[config.mk]
export PLATFORM = sky130hd
export DESIGN_NAME = scoreboard
export DESIGN_NICKNAME = d
export VERILOG_FILES = /design/src/hdl/sb_pkg.sv /design/src/hdl/sb_clobber.sv /design/src/hdl/sb_entry_store.sv /design/src/hdl/sb_operand_fwd.sv /design/src/hdl/scoreboard.sv
export SDC_FILE = /design/constraint.sdc
export NUM_CORES = 2
export LEC_CHECK = 0
export BUFFER_PORTS_ARGS = -buffer_cell sky130_fd_sc_hd__buf_2
export CAP_MARGIN = 20
export CORE_UTILIZATION = 61
export DETAILED_ROUTE_END_ITERATION = 16
export HOLD_SLACK_MARGIN = 0.02
export PLACE_DENSITY_LB_ADDON = 0.08
export SYNTH_ARGS = -nofsm -noshare
export SYNTH_HDL_FRONTEND = slang
export SYNTH_SLANG_ARGS = --single-unit
export TNS_END_PERCENT = 100
[constraint.sdc]
create_clock -name clk_i -period 3.61 [get_ports clk_i]
set_input_delay 0.361 -clock clk_i [delete_from_list [all_inputs] [get_ports clk_i]]
set_output_delay 0.361 -clock clk_i [all_outputs]
set_load 0.1 [all_outputs]
[src/hdl/sb_pkg.sv]
// Scoreboard shared types
package sb_pkg;

  // ----------------------------------------------------------
  // sizes
  // ----------------------------------------------------------
  // integer datapath width
  localparam int unsigned XLEN          = 32;
  localparam int unsigned REG_ADDR_SIZE = 5;
  localparam int unsigned NR_REGS       = 2 ** REG_ADDR_SIZE;

  // slot count, power of two so the pointers wrap on their own
  localparam int unsigned SB_ENTRIES    = 8;
  localparam int unsigned TRANS_ID_BITS = $clog2(SB_ENTRIES);

  // slot index handed back to the issue stage
  typedef logic [TRANS_ID_BITS-1:0] trans_id_t;

  // ----------------------------------------------------------
  // entry types
  // ----------------------------------------------------------
  // unit that will produce the result
  typedef enum logic [2:0] {
    FU_NONE,
    FU_ALU,
    FU_LOAD,
    FU_STORE,
    FU_MULT,
    FU_CSR
  } fu_t;

  typedef struct packed {
    logic       valid;
    logic [5:0] cause;
  } exception_t;

  // one scoreboard slot
  typedef struct packed {
    logic [31:0]              pc;
    trans_id_t                trans_id;
    fu_t                      fu;
    logic [REG_ADDR_SIZE-1:0] rd;
    logic [XLEN-1:0]          result;
    logic                     valid;     // result is ready
    exception_t               ex;
  } sb_entry_t;

  // one write-back port from a unit
  typedef struct packed {
    logic            valid;
    trans_id_t       trans_id;
    logic [XLEN-1:0] data;
    exception_t      ex;
  } wb_port_t;

endpackage

[src/hdl/sb_clobber.sv]
// Destination clobber map
`timescale 1ns/1ps

module sb_clobber import sb_pkg::*; (
  input  logic [SB_ENTRIES-1:0]      slot_issued_i,
  input  sb_entry_t [SB_ENTRIES-1:0] slot_entry_i,
  // unit that will write each register or FU_NONE when free
  output fu_t [NR_REGS-1:0]          rd_clobber_o
);

  // ----------------------------------------------------------
  // per-register select
  // ----------------------------------------------------------
  // walk high to low so the lowest issued slot index lands last
  always_comb begin : p_clobber
    for (int unsigned r = 0; r < NR_REGS; r++) begin
      rd_clobber_o[r] = FU_NONE;
      for (int s = SB_ENTRIES - 1; s >= 0; s--) begin
        if (slot_issued_i[s] && slot_entry_i[s].rd == REG_ADDR_SIZE'(r)) begin
          rd_clobber_o[r] = slot_entry_i[s].fu;
        end
      end
    end
    // x0 is never written
    rd_clobber_o[0] = FU_NONE;
  end

endmodule

[src/hdl/sb_entry_store.sv]
// Scoreboard slot store
`timescale 1ns/1ps

module sb_entry_store import sb_pkg::*; #(
  parameter int unsigned NR_WB_PORTS     = 1,
  parameter int unsigned NR_COMMIT_PORTS = 2
) (
  input  logic                                  clk_i,
  input  logic                                  rst_ni,
  input  logic                                  flush_i,
  input  logic                                  flush_unissued_instr_i,
  // decode side
  input  sb_entry_t                             decoded_instr_i,
  input  logic                                  decoded_instr_valid_i,
  output logic                                  decoded_instr_ack_o,
  // issue side
  output sb_entry_t                             issue_instr_o,
  output logic                                  issue_instr_valid_o,
  input  logic                                  issue_ack_i,
  input  logic                                  unresolved_branch_i,
  output logic                                  sb_full_o,
  // write-back ports
  input  wb_port_t [NR_WB_PORTS-1:0]            wb_i,
  // commit side, oldest entry on port 0
  output sb_entry_t [NR_COMMIT_PORTS-1:0]       commit_instr_o,
  input  logic [NR_COMMIT_PORTS-1:0]            commit_ack_i,
  // raw slot view for clobber map and forwarding
  output logic [SB_ENTRIES-1:0]                 slot_issued_o,
  output sb_entry_t [SB_ENTRIES-1:0]            slot_entry_o
);

  localparam int unsigned NCOMMIT_BITS = $clog2(NR_COMMIT_PORTS) + 1;

  sb_entry_t [SB_ENTRIES-1:0] slot_q, slot_n;
  logic [SB_ENTRIES-1:0]      issued_q, issued_n;
  trans_id_t                  issue_ptr_q, issue_ptr_n;
  trans_id_t                  commit_ptr_q, commit_ptr_n;
  logic [TRANS_ID_BITS-1:0]   cnt_q, cnt_n;
  logic                       full;
  logic                       issue_en;
  logic [NCOMMIT_BITS-1:0]    num_commit;

  // full at SB_ENTRIES-1 so the counter never wraps
  assign full      = &cnt_q;
  assign sb_full_o = full;

  // ----------------------------------------------------------
  // issue and decode handshake
  // ----------------------------------------------------------
  always_comb begin : p_issue
    issue_instr_o          = decoded_instr_i;
    // slot index doubles as the transaction id
    issue_instr_o.trans_id = issue_ptr_q;
    issue_instr_valid_o    = decoded_instr_valid_i & ~unresolved_branch_i & ~full;
    decoded_instr_ack_o    = issue_ack_i & ~full;
  end

  assign issue_en = decoded_instr_valid_i & decoded_instr_ack_o & ~flush_unissued_instr_i;

  // commit ports show consecutive slots starting at the head
  always_comb begin : p_commit_ports
    for (int unsigned i = 0; i < NR_COMMIT_PORTS; i++) begin
      commit_instr_o[i]          = slot_q[commit_ptr_q + trans_id_t'(i)];
      commit_instr_o[i].trans_id = commit_ptr_q + trans_id_t'(i);
    end
  end

  // acks are contiguous from port 0, a plain count is enough
  always_comb begin : p_num_commit
    num_commit = '0;
    for (int unsigned i = 0; i < NR_COMMIT_PORTS; i++) begin
      num_commit = num_commit + NCOMMIT_BITS'(commit_ack_i[i]);
    end
  end

  // ----------------------------------------------------------
  // slot next state
  // ----------------------------------------------------------
  always_comb begin : p_slot_update
    slot_n   = slot_q;
    issued_n = issued_q;

    // new entry at the issue pointer, result not ready yet
    if (issue_en) begin
      slot_n[issue_ptr_q]       = issue_instr_o;
      slot_n[issue_ptr_q].valid = 1'b0;
      issued_n[issue_ptr_q]     = 1'b1;
    end

    // no unit behind it, done one cycle after issue
    for (int unsigned i = 0; i < SB_ENTRIES; i++) begin
      if (issued_q[i] && slot_q[i].fu == FU_NONE) begin
        slot_n[i].valid = 1'b1;
      end
    end

    // write-back, stale results for freed slots are dropped
    for (int unsigned k = 0; k < NR_WB_PORTS; k++) begin
      if (wb_i[k].valid && issued_q[wb_i[k].trans_id]) begin
        slot_n[wb_i[k].trans_id].valid  = 1'b1;
        slot_n[wb_i[k].trans_id].result = wb_i[k].data;
        // keep the decode exception unless the unit raised one
        if (wb_i[k].ex.valid) begin
          slot_n[wb_i[k].trans_id].ex = wb_i[k].ex;
        end
      end
    end

    // retired slots become free
    for (int unsigned i = 0; i < NR_COMMIT_PORTS; i++) begin
      if (commit_ack_i[i]) begin
        issued_n[commit_ptr_q + trans_id_t'(i)]     = 1'b0;
        slot_n[commit_ptr_q + trans_id_t'(i)].valid = 1'b0;
      end
    end

    // flush drops everything in flight
    if (flush_i) begin
      issued_n = '0;
      for (int unsigned i = 0; i < SB_ENTRIES; i++) begin
        slot_n[i].valid    = 1'b0;
        slot_n[i].ex.valid = 1'b0;
      end
    end
  end

  // pointer and count updates
  assign issue_ptr_n  = issue_ptr_q + trans_id_t'(issue_en);
  assign commit_ptr_n = commit_ptr_q + trans_id_t'(num_commit);
  assign cnt_n        = cnt_q - TRANS_ID_BITS'(num_commit) + TRANS_ID_BITS'(issue_en);

  always_ff @(posedge clk_i or negedge rst_ni) begin : p_regs
    if (!rst_ni) begin
      slot_q       <= '0;
      issued_q     <= '0;
      issue_ptr_q  <= '0;
      commit_ptr_q <= '0;
      cnt_q        <= '0;
    end else begin
      slot_q   <= slot_n;
      issued_q <= issued_n;
      if (flush_i) begin
        issue_ptr_q  <= '0;
        commit_ptr_q <= '0;
        cnt_q        <= '0;
      end else begin
        issue_ptr_q  <= issue_ptr_n;
        commit_ptr_q <= commit_ptr_n;
        cnt_q        <= cnt_n;
      end
    end
  end

  assign slot_issued_o = issued_q;
  assign slot_entry_o  = slot_q;

  // ----------------------------------------------------------
  // checks
  // ----------------------------------------------------------
  // commit stage only retires finished entries
  for (genvar i = 0; i < NR_COMMIT_PORTS; i++) begin : gen_ack_chk
    assert property (@(posedge clk_i) disable iff (!rst_ni)
      commit_ack_i[i] |-> commit_instr_o[i].valid)
      else $error("commit ack on port %0d without a finished entry", i);
  end

  // issue stage only acks what it was offered
  assert property (@(posedge clk_i) disable iff (!rst_ni)
    issue_ack_i |-> issue_instr_valid_o)
    else $error("issue ack while no instruction is offered");

  // no two units finish the same transaction in one cycle
  for (genvar i = 0; i < NR_WB_PORTS; i++) begin : gen_wb_chk_i
    for (genvar j = i + 1; j < NR_WB_PORTS; j++) begin : gen_wb_chk_j
      assert property (@(posedge clk_i) disable iff (!rst_ni)
        (wb_i[i].valid && wb_i[j].valid) |-> (wb_i[i].trans_id != wb_i[j].trans_id))
        else $error("write-back ports %0d and %0d share a transaction id", i, j);
    end
  end

endmodule

[src/hdl/sb_operand_fwd.sv]
// Operand forwarding
`timescale 1ns/1ps

module sb_operand_fwd import sb_pkg::*; #(
  parameter int unsigned NR_WB_PORTS = 1
) (
  input  logic [SB_ENTRIES-1:0]      slot_issued_i,
  input  sb_entry_t [SB_ENTRIES-1:0] slot_entry_i,
  input  wb_port_t [NR_WB_PORTS-1:0] wb_i,
  // source register reads
  input  logic [REG_ADDR_SIZE-1:0]   rs1_i,
  output logic [XLEN-1:0]            rs1_o,
  output logic                       rs1_valid_o,
  input  logic [REG_ADDR_SIZE-1:0]   rs2_i,
  output logic [XLEN-1:0]            rs2_o,
  output logic                       rs2_valid_o
);

  // write-back ports first, then slots
  localparam int unsigned NR_CAND = NR_WB_PORTS + SB_ENTRIES;

  typedef struct packed {
    logic            hit;
    logic [XLEN-1:0] data;
  } fwd_t;

  logic [NR_CAND-1:0]                    cand_ok;
  logic [NR_CAND-1:0][REG_ADDR_SIZE-1:0] cand_rd;
  logic [NR_CAND-1:0][XLEN-1:0]          cand_data;
  fwd_t                                  rs1_fwd;
  fwd_t                                  rs2_fwd;

  // fixed priority, index 0 highest
  function automatic fwd_t fwd_pick(
    input logic [REG_ADDR_SIZE-1:0]        rs,
    input logic [NR_CAND-1:0]              ok,
    input logic [NR_CAND-1:0][REG_ADDR_SIZE-1:0] rd,
    input logic [NR_CAND-1:0][XLEN-1:0]    data
  );
    fwd_t res;
    res = '0;
    // walk up from lowest priority so the first match overwrites
    for (int i = int'(NR_CAND) - 1; i >= 0; i--) begin
      if (ok[i] && rd[i] == rs) begin
        res.hit  = 1'b1;
        res.data = data[i];
      end
    end
    return res;
  endfunction

  // ----------------------------------------------------------
  // candidate list
  // ----------------------------------------------------------
  always_comb begin : p_cand
    // results arriving this cycle, rd comes from the target slot
    for (int unsigned k = 0; k < NR_WB_PORTS; k++) begin
      cand_ok[k]   = wb_i[k].valid & ~wb_i[k].ex.valid;
      cand_rd[k]   = slot_entry_i[wb_i[k].trans_id].rd;
      cand_data[k] = wb_i[k].data;
    end
    // finished results still waiting for commit
    for (int unsigned s = 0; s < SB_ENTRIES; s++) begin
      cand_ok[NR_WB_PORTS+s]   = slot_issued_i[s] & slot_entry_i[s].valid;
      cand_rd[NR_WB_PORTS+s]   = slot_entry_i[s].rd;
      cand_data[NR_WB_PORTS+s] = slot_entry_i[s].result;
    end
  end

  // ----------------------------------------------------------
  // source selects
  // ----------------------------------------------------------
  assign rs1_fwd = fwd_pick(rs1_i, cand_ok, cand_rd, cand_data);
  assign rs2_fwd = fwd_pick(rs2_i, cand_ok, cand_rd, cand_data);

  assign rs1_o = rs1_fwd.data;
  assign rs2_o = rs2_fwd.data;

  // x0 reads come from the register file
  assign rs1_valid_o = rs1_fwd.hit & (rs1_i != '0);
  assign rs2_valid_o = rs2_fwd.hit & (rs2_i != '0);

endmodule

[src/hdl/scoreboard.sv]
// Instruction scoreboard top
`timescale 1ns/1ps

module scoreboard import sb_pkg::*; #(
  parameter int unsigned NR_WB_PORTS     = 1,
  parameter int unsigned NR_COMMIT_PORTS = 2
) (
  input  logic                            clk_i,
  input  logic                            rst_ni,
  output logic                            sb_full_o,
  input  logic                            flush_unissued_instr_i,
  input  logic                            flush_i,
  input  logic                            unresolved_branch_i,
  // clobber map to issue
  output fu_t [NR_REGS-1:0]               rd_clobber_o,
  // operand reads
  input  logic [REG_ADDR_SIZE-1:0]        rs1_i,
  output logic [XLEN-1:0]                 rs1_o,
  output logic                            rs1_valid_o,
  input  logic [REG_ADDR_SIZE-1:0]        rs2_i,
  output logic [XLEN-1:0]                 rs2_o,
  output logic                            rs2_valid_o,
  // commit
  output sb_entry_t [NR_COMMIT_PORTS-1:0] commit_instr_o,
  input  logic [NR_COMMIT_PORTS-1:0]      commit_ack_i,
  // decode
  input  sb_entry_t                       decoded_instr_i,
  input  logic                            decoded_instr_valid_i,
  output logic                            decoded_instr_ack_o,
  // issue
  output sb_entry_t                       issue_instr_o,
  output logic                            issue_instr_valid_o,
  input  logic                            issue_ack_i,
  // write-back
  input  wb_port_t [NR_WB_PORTS-1:0]      wb_i
);

  logic [SB_ENTRIES-1:0]      slot_issued;
  sb_entry_t [SB_ENTRIES-1:0] slot_entry;

  // slots, pointers and handshakes
  sb_entry_store #(
    .NR_WB_PORTS     (NR_WB_PORTS),
    .NR_COMMIT_PORTS (NR_COMMIT_PORTS)
  ) i_sb_entry_store (
    .clk_i                  (clk_i),
    .rst_ni                 (rst_ni),
    .flush_i                (flush_i),
    .flush_unissued_instr_i (flush_unissued_instr_i),
    .decoded_instr_i        (decoded_instr_i),
    .decoded_instr_valid_i  (decoded_instr_valid_i),
    .decoded_instr_ack_o    (decoded_instr_ack_o),
    .issue_instr_o          (issue_instr_o),
    .issue_instr_valid_o    (issue_instr_valid_o),
    .issue_ack_i            (issue_ack_i),
    .unresolved_branch_i    (unresolved_branch_i),
    .sb_full_o              (sb_full_o),
    .wb_i                   (wb_i),
    .commit_instr_o         (commit_instr_o),
    .commit_ack_i           (commit_ack_i),
    .slot_issued_o          (slot_issued),
    .slot_entry_o           (slot_entry)
  );

  // who writes which register
  sb_clobber i_sb_clobber (
    .slot_issued_i (slot_issued),
    .slot_entry_i  (slot_entry),
    .rd_clobber_o  (rd_clobber_o)
  );

  // result forwarding to operand read
  sb_operand_fwd #(
    .NR_WB_PORTS (NR_WB_PORTS)
  ) i_sb_operand_fwd (
    .slot_issued_i (slot_issued),
    .slot_entry_i  (slot_entry),
    .wb_i          (wb_i),
    .rs1_i         (rs1_i),
    .rs1_o         (rs1_o),
    .rs1_valid_o   (rs1_valid_o),
    .rs2_i         (rs2_i),
    .rs2_o         (rs2_o),
    .rs2_valid_o   (rs2_valid_o)
  );

endmodule

# == Word level (Yosys, flattened, before mapping) ==
# Index checks and enable logic that the tools add are counted.
# totals
ff_bits,681
output_inout_bits,414
# op_classes
bitwise,25
n_lt_le_gt_ge,8
reduce_logical,290
n_addsub,6
muxes,329
eq_ne,266
# op_table
cell,count
$bwmux 664,7
$mux 664,5
$demux 83 s3,7
$mux 3,251
$bmux 83 s3,3
$eq 5x5->1 const B,128
$mux 33,18
$eq 5x4->1 const B,64
$logic_and 1x1->1,279
$mux 83,3
$eq 5x3->1 const B,32
$eq 5x5->1,18
$eq 5x2->1 const B,16
$mux 8,8
$mux 45,1
$eq 5x1->1 const B,8
$mux 40,1
$logic_not 3->1,8
$and 1x1->1,16
$and 8x8->8,2
$lt 3x4->1 const B,4
$mux 2,8
$not 8->8,2
$ge 3x1->1 const B,4
13 further kinds,31

# == Longest topological paths before layout ==
# logic_depth
word_depth,18
mapped_depth,11
ltp_nobuf,9

# == Modules after synthesis ==
# Synthesis repeated with hierarchy kept, for this count alone.
# unflattened
cells_unflattened,6771
area_unflattened_um2,54812.6
# by_module_without_submodules
module,area_each_um2,seq_area_each_um2,n_inst,cells_each
sb_entry_store,39032.4,17041.3,1,4280
sb_clobber,10075.9,0.0,1,1679
sb_operand_fwd,5704.2,0.0,1,812

# == Worst setup path before layout ==
# Ideal clock, no wire load.
# synth_timing
path_kind,reg2out
start,register i_sb_entry_store.commit_ptr_q[0]
end,output port commit_instr_o[14] in the netlist's numbering
stages_incl_launch_ff,10
arrival_ps,5102
path_buffers,5
path_slack_ps,-1853
required_ps,3249
path_cell_list,dfrtp_1 -> buf_2 -> inv_1 -> buf_2 -> buf_1 -> clkbuf_1 -> buf_1 -> nor2_1 -> a21oi_1 -> o21ai_0
# synth_lines
element,line,text
start: declaration,sb_entry_store.sv:37,"trans_id_t commit_ptr_q, commit_ptr_n;"
start signal: assignment,sb_entry_store.sv:148,commit_ptr_q <= commit_ptr_n;
end: declaration,scoreboard.sv:24,"output sb_entry_t [NR_COMMIT_PORTS-1:0] commit_instr_o,"

==> results.sh <==
export IMPL_portBuffers=550
export IMPL_rows=107
export IMPL_ant_nets=0
export IMPL_h_tree_depth=3
export IMPL_drive_gt1_share_pct=37.3
export IMPL_cts_tree="done"
export IMPL_cp_max_fo=8
export IMPL_ir_drop_mv=0.582
export IMPL_pwr_density_cell_nw_per_um2=418
export IMPL_synth_area_leader_cell="dfrtp_1"
export IMPL_hpwl_um=150000
export IMPL_setup_violations=126
export IMPL_die_area_sq_um=88400
export IMPL_gr_total_overflow=0
export IMPL_grt_antenna_before_repair=25
export IMPL_finalCritPeriodShare_pct=113
export IMPL_gp_congestion=1.11
export IMPL_switching_share_pct=43.8
export IMPL_dp_cells=7285
export IMPL_synth_edff_count=0
export IMPL_endpoint_kind="output port"
export IMPL_yosys_register_bits=657
export IMPL_ys_async_sr_fraction_pct=100
export IMPL_die_y_um=297
export IMPL_critPathRequiredTime_ps=3250
export IMPL_fillers=5176
export IMPL_grt_setup_unrepaired="yes"
export IMPL_grt_max_degree=132
export IMPL_ys_seq_area_share_pct=30.9
export IMPL_clock_fmax_mhz=245
export IMPL_hold_ws_ps=33.1
export IMPL_final_cells=7627
export IMPL_yosysWarnings=0
export IMPL_regArea_sq_um=16500
export IMPL_rr_endpoint="i_sb_entry_store.slot_entry_o[11]"
export IMPL_setup_slack_ps=-474
export IMPL_synth_cell_types=75
export IMPL_worst_pin_slew_ps=1220
export IMPL_p_sw_mw=12.9
export IMPL_start_util_pct=62.0
export IMPL_violations="negative setup slack"
export IMPL_p_int_mw=16.5
export IMPL_pwr_share_comb_pct=42.2
export IMPL_maxCapViolCount=0
export IMPL_p_clk_share_pct=28.6
export IMPL_hold_path_class="input port to flop"
export IMPL_worstReg2RegStart="i_sb_entry_store.cnt_q[2]"
export IMPL_slew_headroom_pct=18.5
export IMPL_grt_pass1_wl_um=361000
export IMPL_reg2reg_slack_ps=410
export IMPL_grt_usage_pct=53.8
export IMPL_cts_root_buf="clkbuf_16"
export IMPL_ys_top_cells_by_area="dfrtp_1 31%, mux2_2 10%, mux2i_1 8.8%"
export IMPL_initialDrtViolationCount=9623
export IMPL_core_sq_um=85800
export IMPL_clkTransAtPathRegs_ps=60
export IMPL_reg2reg_depth=8
export IMPL_nNetsFinal=6561
export IMPL_first_pass_iters=12
export IMPL_synthCells=6060
export IMPL_criticalPathCategory="flop to output port"
export IMPL_clkSinkCount=657
export IMPL_post_route_min_period_ps=4080
export IMPL_skew_ps=46.3
export IMPL_synth_area_sq_um=53200
export IMPL_outcome="finished with violations"
export IMPL_drv_slew=0
export IMPL_p_leak_nw=28.7
export IMPL_yosysMostFrequentCell="dfrtp_1"
export IMPL_finalHoldViolCount=0
export IMPL_clock_path_buffers=3
export IMPL_die_x_um=297
export IMPL_vias=58700
export IMPL_netlist_top_cells_count="657 x dfrtp_1, 648 x nand2_1, 604 x nor2_1"
export IMPL_synthFlopType="dfrtp_1"
export IMPL_route_detailed_drc=0
export IMPL_synth_area_per_cell_sq_um=8.77
export IMPL_wl_um=249000
export IMPL_synth_top_area_share_pct=30.9
export IMPL_crit_end="rs1_o[30]"
export IMPL_crit_arrival_ps=3720
export IMPL_multi_input_area_sq_um=37500
export IMPL_cts_inserted_buffers=76
export IMPL_grt_pass1_vias=55700
export IMPL_io_pins=559
export IMPL_start_kind="flop"
export IMPL_clk_latency_ps=680
export IMPL_seqPwrFrac_pct=29.2
export IMPL_hold_start="wb_i[2]"
export IMPL_syn_to_final_growth_pct=32.1
export IMPL_wire_per_inst_um=32.6
export IMPL_via_per_inst=7.69
==> layout by cell type, fill, tap and decap left out, types with 36 or more instances in the layout <==
cell type	netlist	routed
a21oi_1	490	429
a21oi_2	0	56
a221oi_1	142	125
a22oi_1	101	100
a31oi_1	106	61
buf_12	0	330
buf_2	32	280
buf_4	89	296
buf_6	4	45
clkbuf_16	0	82
dfrtp_1	657	628
dlygate4sd3_1	0	36
mux2_2	479	473
mux2i_1	469	446
mux4_2	168	168
nand2_1	648	578
nand2_2	0	39
nand3_1	122	94
nor2_1	604	565
nor3_1	57	42
o211ai_1	60	60
o21a_1	62	58
o21ai_0	276	165
o21ai_2	0	79
o22a_1	80	79
o22ai_1	115	102
o31ai_4	0	65
xnor2_1	49	46
xor2_1	44	40
==> layer usage <==
layer | track usage (%) | wire [um] | up-vias
met1 | 64.8 | 80400 | 27500
met5 | 0.0541 | 119 | -
li1 | - | - | 23100
met3 | 23.1 | 41700 | 2034
met4 | 40.6 | 25200 | 18
met2 | 76.0 | 101000 | 5965
==> cell type report <==
class                      count  area share (%)
antenna                       21          0.0748
clock buffer                 103            3.10
clock inverter                31           0.695
inverter                      31           0.173
multi-input combinational   4617            53.4
sequential                   657            23.5
tap                         1144            2.04
timing repair buffer        1023            17.1
==> critical path: stages (launching register included) <==
cell      delay (ps)
dfrtp_1          500
mux4_2           640
mux2i_4          240
xor2_2           220
nand4_1          200
nor4b_4          260
buf_6            170
buf_6            110
buf_12           210
nand2b_4          80
o31a_1           180
buf_12           200
==> worst min-delay path by stage <==
stage / end / cells after the start / slack, ps
floorplan: async pin / 0 / 70
global placement: async pin / 1 / 380
detailed placement: async pin / 1 / 380
CTS: i_sb_entry_store.slot_entry_o[98] / 3 / 20
global route: i_sb_entry_store.slot_entry_o[18] / 3 / 50
finish: i_sb_entry_store.slot_entry_o[500] / 3 / 30
==> cells by family (layout without fill, tap and decap cells) <==
kind of cell	Yosys count	in the layout	synth area share (%)
muxes	1116	1116	26.1
AOI/OAI and AO/OA	1682	1683	20.5
xor gates and xnor gates	93	93	1.53
adders and majority gates	10	10	0.264
DFF	657	657	30.9
and+or+nand+nor	1712	1712	14.3
buffers and inverters	789	1188	6.34
other	1	24	0.00705
==> per-stage QoR <==
step	setup TNS (ps)	setup WS, ps	cell area (sq um)	utilization [%]	power, mW
finish	-26630	-474	70200	81.9	29.4
global route	-29620	-426	70200	81.8	29.8
CTS	-9790	-203	68100	79.4	28.9
detailed placement	-17.2	-12.3	62800	73.2	20.3
global placement	-2.11	-2.11	62800	73.2	20.2
floorplan	-166	-166	54800	-	16.7
==> power by group through the flow <==
| stage | Sequential, mW | Clock, mW | Combinational (mW) |
|---|---|---|---|
| detailed placement | 8.66 | 0 | 11.7 |
| finish | 8.59 | 8.40 | 12.4 |
| global route | 8.63 | 8.62 | 12.6 |
| floorplan | 8.36 | 0 | 8.39 |
| global placement | 8.64 | 0 | 11.6 |
| CTS | 8.54 | 8.33 | 12.0 |
==> what timing repair did <==
action,CTS,global route
resized for setup,252,393
pin swaps,78,200
hold buffers,36,0
endpoints found under the setup margin,155,166
endpoints found under the hold margin,93,0
gates cloned,20,4
buffers inserted,85,49
(Power assumes the default switching activity.)
